File: config.mk
export PLATFORM = sky130hd
export DESIGN_NAME = agcLoop
export DESIGN_NICKNAME = d
export VERILOG_FILES = /design/src/source/agcPkg.sv /design/src/source/agcLoop.sv /design/src/source/agcLoopFilter.sv /design/src/source/agcLoopRegs.sv /design/src/source/agcBusSlave.sv
export VERILOG_INCLUDE_DIRS = /design/src /design/src/include
export SDC_FILE = /design/constraint.sdc
export NUM_CORES = 1
export LEC_CHECK = 0
export ABC_CLOCK_PERIOD_IN_PS = 6650
export CAP_MARGIN = 30
export CORE_MARGIN = 2
export CORE_UTILIZATION = 41
export DETAILED_ROUTE_END_ITERATION = 10
export DONT_BUFFER_PORTS = 1
export GPL_TIMING_DRIVEN = 1
export PLACE_DENSITY = 0.67
export SLEW_MARGIN = 20
export SYNTH_ARGS = -nofsm -noshare
export SYNTH_HDL_FRONTEND = slang
export SYNTH_SLANG_ARGS = --single-unit
File: constraint.sdc
create_clock -name busClk -period 6.65 [get_ports busClk]
set_input_delay 0.3325 -clock busClk [delete_from_list [all_inputs] [get_ports busClk]]
set_output_delay 0.3325 -clock busClk [all_outputs]
set_load 0.005 [all_outputs]
File: src/include/agcAddressMap.svh
// Byte addresses of the AGC loop registers in the 13-bit bus space.
// All registers are 32 bits wide and word aligned.
`ifndef AGC_ADDRESS_MAP_SVH
`define AGC_ADDRESS_MAP_SVH

// ****************************************************************************
// Loop control registers
// ****************************************************************************

// Bit 0 is zeroError and bit 1 is invertError.
`define AGC_CONTROL     13'h000
`define AGC_SETPOINT    13'h004
// Positive gain in bits 4:0, negative gain in bits 20:16.
`define AGC_GAINS       13'h008
`define AGC_ULIMIT      13'h00C
`define AGC_LLIMIT      13'h010

// Live integrator value. Read only.
`define AGC_INTEGRATOR  13'h014

`endif
File: src/source/agcPkg.sv
// Types shared by the AGC loop blocks.
// The integrator and both limits are signed 32-bit two's complement values.
`default_nettype none

package agcPkg;

    // ************************************************************************
    // Vector types
    // ************************************************************************

    typedef logic [12:0]        busAddrT;
    typedef logic [31:0]        busDataT;
    typedef logic [3:0]         byteEnT;       // Bit n covers data bits 8n+7 to 8n.
    typedef logic [7:0]         magT;          // Unsigned, also used for the setpoint.
    typedef logic [4:0]         gainShiftT;
    typedef logic signed [31:0] integT;

    // ************************************************************************
    // Structs
    // ************************************************************************

    // What the master holds stable while req is high.
    typedef struct packed {
        busAddrT addr;
        busDataT wdata;
        byteEnT  byteEn;
        logic    write;
    } busReqT;

    typedef struct packed {
        busAddrT addr;
        busDataT wdata;
        byteEnT  wrLanes;                      // All zero for a read.
    } regAccessT;

    typedef struct packed {
        magT       setpoint;
        logic      zeroError;
        logic      invertError;
        gainShiftT posErrorGain;
        gainShiftT negErrorGain;
        integT     upperLimit;
        integT     lowerLimit;
    } agcCtrlT;

endpackage

`default_nettype wire

File: src/source/agcLoop.sv
// AGC loop top level: bus slave, control registers and loop filter.
// GAIN_WIDTH must not exceed the 32-bit integrator width.
`timescale 1ns/1ps
`default_nettype none

module agcLoop import agcPkg::*; #(
    parameter int GAIN_WIDTH = 8
) (
    input  logic                  busClk,
    input  logic                  arstN,
    input  logic                  req,
    input  busReqT                busReq,
    output logic                  ack,
    output busDataT               rdata,
    input  magT                   sample,
    input  logic                  sampleValid,
    output logic [GAIN_WIDTH-1:0] gain
);

    regAccessT access;
    logic      accessEn;
    busDataT   readData;
    agcCtrlT   ctrl;
    integT     integ;

    // ************************************************************************
    // Bus side
    // ************************************************************************

    agcBusSlave u_busSlave (
        .busClk   (busClk),
        .arstN    (arstN),
        .req      (req),
        .busReq   (busReq),
        .ack      (ack),
        .rdata    (rdata),
        .access   (access),
        .accessEn (accessEn),
        .readData (readData)
    );

    agcLoopRegs u_loopRegs (
        .busClk   (busClk),
        .arstN    (arstN),
        .access   (access),
        .accessEn (accessEn),
        .readData (readData),
        .ctrl     (ctrl),
        .integ    (integ)
    );

    // ************************************************************************
    // Loop filter
    // ************************************************************************

    agcLoopFilter #(
        .GAIN_WIDTH (GAIN_WIDTH)
    ) u_loopFilter (
        .busClk      (busClk),
        .arstN       (arstN),
        .ctrl        (ctrl),
        .sample      (sample),
        .sampleValid (sampleValid),
        .integ       (integ),
        .gain        (gain)
    );

endmodule

`default_nettype wire

File: src/source/agcLoopFilter.sv
// AGC loop filter with one pipeline stage: a sample taken at edge N moves the
// integrator at edge N+1. Clamping assumes lowerLimit <= upperLimit.
`timescale 1ns/1ps
`default_nettype none

module agcLoopFilter import agcPkg::*; #(
    parameter int GAIN_WIDTH = 8
) (
    input  logic                  busClk,
    input  logic                  arstN,
    input  agcCtrlT               ctrl,
    input  magT                   sample,
    input  logic                  sampleValid,
    output integT                 integ,
    output logic [GAIN_WIDTH-1:0] gain
);

    localparam int INTEG_W = $bits(integT);
    localparam int ERR_W   = $bits(magT) + 1;
    // Error shifted by up to 31 places, plus a carry bit for the add.
    localparam int SUM_W   = ERR_W + 2 ** $bits(gainShiftT);

    logic signed [ERR_W-1:0] rawError;
    logic signed [ERR_W-1:0] error;
    logic signed [SUM_W-1:0] errorWide;
    logic signed [SUM_W-1:0] scaledError;
    logic signed [SUM_W-1:0] scaledQ;
    logic                    validQ;
    logic signed [SUM_W-1:0] sum;
    integT                   upperLim;
    integT                   lowerLim;
    integT                   clamped;

    // ************************************************************************
    // Stage 1: error and gain shift
    // ************************************************************************

    assign rawError = $signed({1'b0, ctrl.setpoint}) - $signed({1'b0, sample});

    always_comb begin
        if (ctrl.zeroError) begin
            error = '0;
        end else if (ctrl.invertError) begin
            error = -rawError;
        end else begin
            error = rawError;
        end
    end

    assign errorWide   = SUM_W'(error);        // Sign extended.
    assign scaledError = error[ERR_W-1] ? (errorWide <<< ctrl.negErrorGain)
                                        : (errorWide <<< ctrl.posErrorGain);

    always_ff @(posedge busClk or negedge arstN) begin
        if (!arstN) begin
            validQ <= 1'b0;
        end else begin
            validQ <= sampleValid;
        end
    end

    always_ff @(posedge busClk) begin
        if (sampleValid) begin
            scaledQ <= scaledError;
        end
    end

    // ************************************************************************
    // Stage 2: integrate and clamp
    // ************************************************************************

    assign upperLim = ctrl.upperLimit;
    assign lowerLim = ctrl.lowerLimit;

    // Wide enough that the sum never wraps before the clamp.
    assign sum = SUM_W'(integ) + scaledQ;

    always_comb begin
        if (sum > SUM_W'(upperLim)) begin
            clamped = upperLim;
        end else if (sum < SUM_W'(lowerLim)) begin
            clamped = lowerLim;
        end else begin
            clamped = sum[INTEG_W-1:0];
        end
    end

    always_ff @(posedge busClk or negedge arstN) begin
        if (!arstN) begin
            integ <= '0;
        end else if (validQ) begin
            integ <= clamped;
        end
    end

    // Gain follows the top bits of the integrator.
    assign gain = integ[INTEG_W-1 -: GAIN_WIDTH];

    // The integrator lands inside the limits that were in force for the update.
    assert property (@(posedge busClk) disable iff (!arstN)
        validQ && (lowerLim <= upperLim) |=>
            (integ >= $past(lowerLim)) && (integ <= $past(upperLim)));

endmodule

`default_nettype wire

File: src/source/agcLoopRegs.sv
// AGC loop control registers with byte-lane writes.
// Unmapped addresses and reserved bits read as zero; the integrator is read only.
`timescale 1ns/1ps
`default_nettype none

`include "agcAddressMap.svh"

module agcLoopRegs import agcPkg::*; (
    input  logic      busClk,
    input  logic      arstN,
    input  regAccessT access,
    input  logic      accessEn,
    output busDataT   readData,
    output agcCtrlT   ctrl,
    input  integT     integ
);

    localparam agcCtrlT CTRL_DEFAULT = '{
        setpoint:     '0,
        zeroError:    1'b0,
        invertError:  1'b0,
        posErrorGain: '0,
        negErrorGain: '0,
        upperLimit:   32'sh7FFF_FFFF,
        lowerLimit:   32'sh8000_0000
    };

    agcCtrlT ctrlQ;
    byteEnT  lanes;

    assign lanes = accessEn ? access.wrLanes : '0;

    // ************************************************************************
    // Byte-lane writes
    // ************************************************************************

    always_ff @(posedge busClk or negedge arstN) begin
        if (!arstN) begin
            ctrlQ <= CTRL_DEFAULT;
        end else begin
            // The limits take every lane.
            for (int lane = 0; lane < 4; lane++) begin
                if (lanes[lane]) begin
                    case (access.addr)
                        `AGC_ULIMIT: begin
                            ctrlQ.upperLimit[8*lane +: 8] <= access.wdata[8*lane +: 8];
                        end
                        `AGC_LLIMIT: begin
                            ctrlQ.lowerLimit[8*lane +: 8] <= access.wdata[8*lane +: 8];
                        end
                        default: ;
                    endcase
                end
            end

            if (lanes[0]) begin
                case (access.addr)
                    `AGC_CONTROL: begin
                        ctrlQ.zeroError   <= access.wdata[0];
                        ctrlQ.invertError <= access.wdata[1];
                    end
                    `AGC_SETPOINT: begin
                        ctrlQ.setpoint <= access.wdata[7:0];
                    end
                    `AGC_GAINS: begin
                        ctrlQ.posErrorGain <= access.wdata[4:0];
                    end
                    default: ;
                endcase
            end

            if (lanes[2] && access.addr == `AGC_GAINS) begin
                ctrlQ.negErrorGain <= access.wdata[20:16];
            end
        end
    end

    assign ctrl = ctrlQ;

    // ************************************************************************
    // Readback
    // ************************************************************************

    always_comb begin
        case (access.addr)
            `AGC_CONTROL: begin
                readData = {30'b0, ctrlQ.invertError, ctrlQ.zeroError};
            end
            `AGC_SETPOINT: begin
                readData = {24'b0, ctrlQ.setpoint};
            end
            `AGC_GAINS: begin
                readData = {11'b0, ctrlQ.negErrorGain, 11'b0, ctrlQ.posErrorGain};
            end
            `AGC_ULIMIT: begin
                readData = ctrlQ.upperLimit;
            end
            `AGC_LLIMIT: begin
                readData = ctrlQ.lowerLimit;
            end
            `AGC_INTEGRATOR: begin
                readData = integ;              // Live value from the filter.
            end
            default: begin
                readData = '0;
            end
        endcase
    end

    // The slave only presents write lanes during its access strobe.
    assert property (@(posedge busClk) disable iff (!arstN)
        !accessEn |-> access.wrLanes == '0);

endmodule

`default_nettype wire

File: src/source/agcBusSlave.sv
// Four-phase req/ack slave. busReq must stay stable while req is high, and
// req may rise again only after ack has fallen.
`timescale 1ns/1ps
`default_nettype none

module agcBusSlave import agcPkg::*; (
    input  logic      busClk,
    input  logic      arstN,
    input  logic      req,
    input  busReqT    busReq,
    output logic      ack,
    output busDataT   rdata,
    output regAccessT access,
    output logic      accessEn,
    input  busDataT   readData
);

    // ************************************************************************
    // Access toward the register block
    // ************************************************************************

    // A request is new while ack is still low. The access lands on the
    // same edge that raises ack, so accessEn is one cycle wide.
    assign accessEn = req && !ack;

    always_comb begin
        access.addr    = busReq.addr;
        access.wdata   = busReq.wdata;
        access.wrLanes = '0;
        if (accessEn && busReq.write) begin
            access.wrLanes = busReq.byteEn;
        end
    end

    // ************************************************************************
    // Handshake
    // ************************************************************************

    always_ff @(posedge busClk or negedge arstN) begin
        if (!arstN) begin
            ack <= 1'b0;
        end else if (accessEn) begin
            ack <= 1'b1;
        end else if (!req) begin
            ack <= 1'b0;                       // Master has released the request.
        end
    end

    // Read data is taken with the access and held while ack is high.
    always_ff @(posedge busClk) begin
        if (accessEn) begin
            rdata <= readData;
        end
    end

    // The master holds the request stable for as long as req stays high.
    assert property (@(posedge busClk) disable iff (!arstN)
        req && $past(req) |-> $stable(busReq));

    // The master keeps req high until it has seen ack.
    assert property (@(posedge busClk) disable iff (!arstN)
        req && !ack |=> req);

endmodule

`default_nettype wire

==> summary.txt <==
Power
  • Peak supply drop: 0.223 mV
  • Leak: 6.72 nW
  • Sequential power share: 29.0%
  • Internal power: 2.98 mW
  • Switch share: 41.3%
  • Clk pwr share: 21.8%
  • Tot Pwr: 5.06 mW
  • NetSw: 2.09 mW
  • Logic gate share of total power: 49.2%
  • PD cells: 339 mW/mm^2

Routing
  • Via/cell ratio: 5.95
  • Antenna violation net count after detailed routing: 0
  • Met3 routed WL: 2840 um
  • DRC Markers: 0
  • DRT Pass-1 Iters: 6
  • Max layer used: met4
  • DR vias: 11100
  • Met1 WL: 17900 um
  • Routed WL: 39800 um
  • WL/cell: 21.3 um
  • Routed wl met2: 18300 um
  • Starting DRT DRC Count: 1281

Clock tree
  • Post-CTS Setup Bufs: 0
  • Hold buffers post-CTS: 28
  • CTS Buffer Depth: 2
  • Root Driver: clkbuf_16
  • # resized after CTS: 0
  • Clock Sinks: 190
  • CTS clk-pin slew, worst paths: 0.08 ns
  • Clk_lat worst skew: 0.45 ns
  • Htree depth: 4
  • CTS tree: yes
  • TritonCTS Buffers: 17

Yosys
  • Synth cell count leaders: 130 x ha_1, 112 x inv_1, 105 x nand2_1
  • Post-synth EDFFs: 72
  • Post-Syn Area per Cell: 9.57 um^2
  • Yosys warns: 0
  • Library cells used by synthesis: 77
  • Main synth FF type: dfrtp_1
  • Top cells by area, synth: edfxtp_1 16%, dfrtp_1 16%, ha_1 12%, dfstp_2 6.2%, mux2_2 4.6%
  • Yosys reg bits: 190
  • Area share of the largest cell type after synthesis: 15.9%
  • Post-Syn Nets: 1613
  • Post-synthesis sequential area ratio: 38.0%
  • Count leader, synth: ha_1
  • Synthesized area: 0.0136 mm^2
  • Post-Syn Instances: 1419
  • Area leader, netlist: edfxtp_1
  • Post-synth ARST share: 62.1%

Critical path
  • Startpoint types: flip-flop
  • Worst r2r path cells: 21
  • Crit-path max FO: 28
  • CP peak stage delay: 0.64 ns
  • Critical R2R Launch: u_loopFilter.integ[0]
  • Crit end category: flip-flop
  • Crit path DAT: 6.49 ns
  • Setup slack, reg-to-reg: 0.53 ns
  • WS Path Type: reg -> reg
  • Slowest CP cell: o21ai_4
  • Worst Setup SP: u_loopFilter.integ[0]
  • Worst r2r dst: u_loopFilter.integ[28]
  • Worst path required time: 7.02 ns
  • Worst Setup EP: u_loopFilter.integ[28]
  • Critical Path, Cell by Cell: ha_1, fa_1, a21o_1, a21oi_1, o21ai_0, nand3_1, a31oi_1, o221ai_1, a21boi_0, ha_1, a21o_1, a21o_1, a21oi_1, o21ai_0, a31o_2, a2111oi_0, a21oi_1, o21ai_4, nand2_1, nor2_1, o2bb2ai_1

Timing
  • Clock skew: 0.0143 ns
  • Period utilization: 92.0%
  • Tmin final: 6.12 ns
  • Max Clock Freq: 163 MHz
  • Worst Hold Slack: 0.0124 ns
  • Final hold vios: 0
  • Unrepaired setup endpoints after global routing: false
  • Setup ws final: 0.533 ns
  • Total negative slack: 0 ns
  • Relative slew slack: 41.9%
  • Endpoints failing setup: 0
  • Slew Limit Fails: 0
  • Worst-margin pin slew: 0.871 ns

Floorplanning
  • Num rows: 66
  • Die X-Extent: 186 um
  • Die area: 0.0346 mm^2
  • Initial core utilization: 41.7%
  • I/O pins: 103
  • Die Ht: 186 um
  • Core area: 0.0325 mm^2

Global route
  • First-pass GRT wire length: 62000 um
  • GRT overflow: 0
  • GRT Util Overall: 23.5%
  • Largest net degree at the start of global routing: 119
  • Initial antenna violation count: 0
  • Vias in the first global route: 10600

Final layout
  • Fin nets: 1607
  • Final non-filler cell total: 1868
  • Filler cells: 3083
  • Ratio of cells with drive above 1 in the final layout: 11.9%
  • Ant. Diodes: 0
  • Fin area: 0.0150 mm^2
  • Area Growth Syn to Fin: 10.1%
  • Fin util: 46.0%

Place
  • Post-DP Area: 0.0140 mm^2
  • Gp weighted congestion: 0.945
  • Post-DP HPWL: 29400 um
  • IO buf count: 0
  • Inst Count DP: 1805
  • Pre-CTS setup slack: 0.662 ns

Min path
  • Hold Crit Class: in -> reg

Outcome
  • Outcome: complete, no violations

Flow run
  • Max Cap Viol: 0
## cells in the final DEF, fill, tap and decap left out, drive strengths merged, types with 7 or more instances in the layout
cell type,count
ha,130
inv,119
nor2,106
nand2,105
o21ai,98
dfrtp,86
a21oi,82
edfxtp,72
a21o,66
mux2,57
mux2i,50
dfstp,32
xnor2,31
a211oi,28
dlygate4sd3,26
nand3,24
clkbuf,22
nor3,21
a222oi,19
nand4,18
xor2,18
a31oi,17
buf,14
and3,12
a22oi,12
o211ai,11
nand2b,10
nor2b,10
or3,9
o221ai,8
a221oi,8
o21a,7
nor4,7
a311oi,7
## power groups by stage
stage | clock network (mW) | registers (mW) | logic, mW
2_1_floorplan | 0 | 1.42 | 1.87
3_3_place_gp | 0 | 1.48 | 2.35
3_5_place_dp | 0 | 1.49 | 2.41
4_1_cts | 1.12 | 1.47 | 2.46
5_1_grt | 1.16 | 1.48 | 2.80
6_report | 1.10 | 1.47 | 2.49
## critical path: cells and delay by family (launching register included)
kind	cells	cell delay (ns)
simple gates	3	0.79
fa+ha+maj	3	1.00
compound gates	15	3.86
flops	1	0.40
## sequential cells by signal, indices dropped and copies added (netlist names)
name / cells
u_busSlave.ack: 1
u_loopFilter.integ: 32
u_loopFilter.validQ: 1
u_loopRegs.ctrl: 84
u_busSlave.rdata: 32
u_loopFilter.scaledQ: 40
## cell type report
class / instances / area (um^2) / share of cell area [%]
Multi-Input combinational cell: 1050 / 7760 / 51.9
Timing Repair Buffer: 41 / 435 / 2.91
Tap cell: 442 / 553 / 3.70
Clock buffer: 21 / 482 / 3.22
Clock inverter: 11 / 143 / 0.954
Inverter: 113 / 424 / 2.84
Sequential cell: 190 / 5150 / 34.5
## how the worst min path moves through the flow
stage,from,to,slack [ns],depth (start not counted)
final,busReq[26],u_loopRegs.ctrl[21],0.01,2
after CTS,busReq[12],u_loopRegs.ctrl[7],0.0004,2
after floorplan,arstN,u_busSlave.ack,0.04,0
after detailed placement,arstN,u_loopRegs.ctrl[28],0.04,0
after global routing,busReq[12],u_loopRegs.ctrl[7],0.002,2
after global placement,arstN,u_loopRegs.ctrl[25],0.04,0
## routing by layer
metal  global-route usage (%)  vias to the layer above
li1                         -                     5241
met1                     33.0                     5384
met2                     37.3                      428
met3                     3.56                       55
met4                     6.68                        0
met5                        0                        -
## cells by family (layout without fill, tap and decap cells)
group | Yosys count | after routing | synth area share, %
AO/OA/AOI/OAI | 424 | 424 | 21.4
XOR/XNOR | 49 | 49 | 3.16
adder cells (fa/ha/maj) | 132 | 132 | 12.3
buffers and inverters | 179 | 186 | 5.26
flip-flops | 190 | 190 | 38.0
multiplexers | 107 | 107 | 8.47
AND/OR/NAND/NOR | 338 | 338 | 11.5
Power figures use the tool's default switching activity.
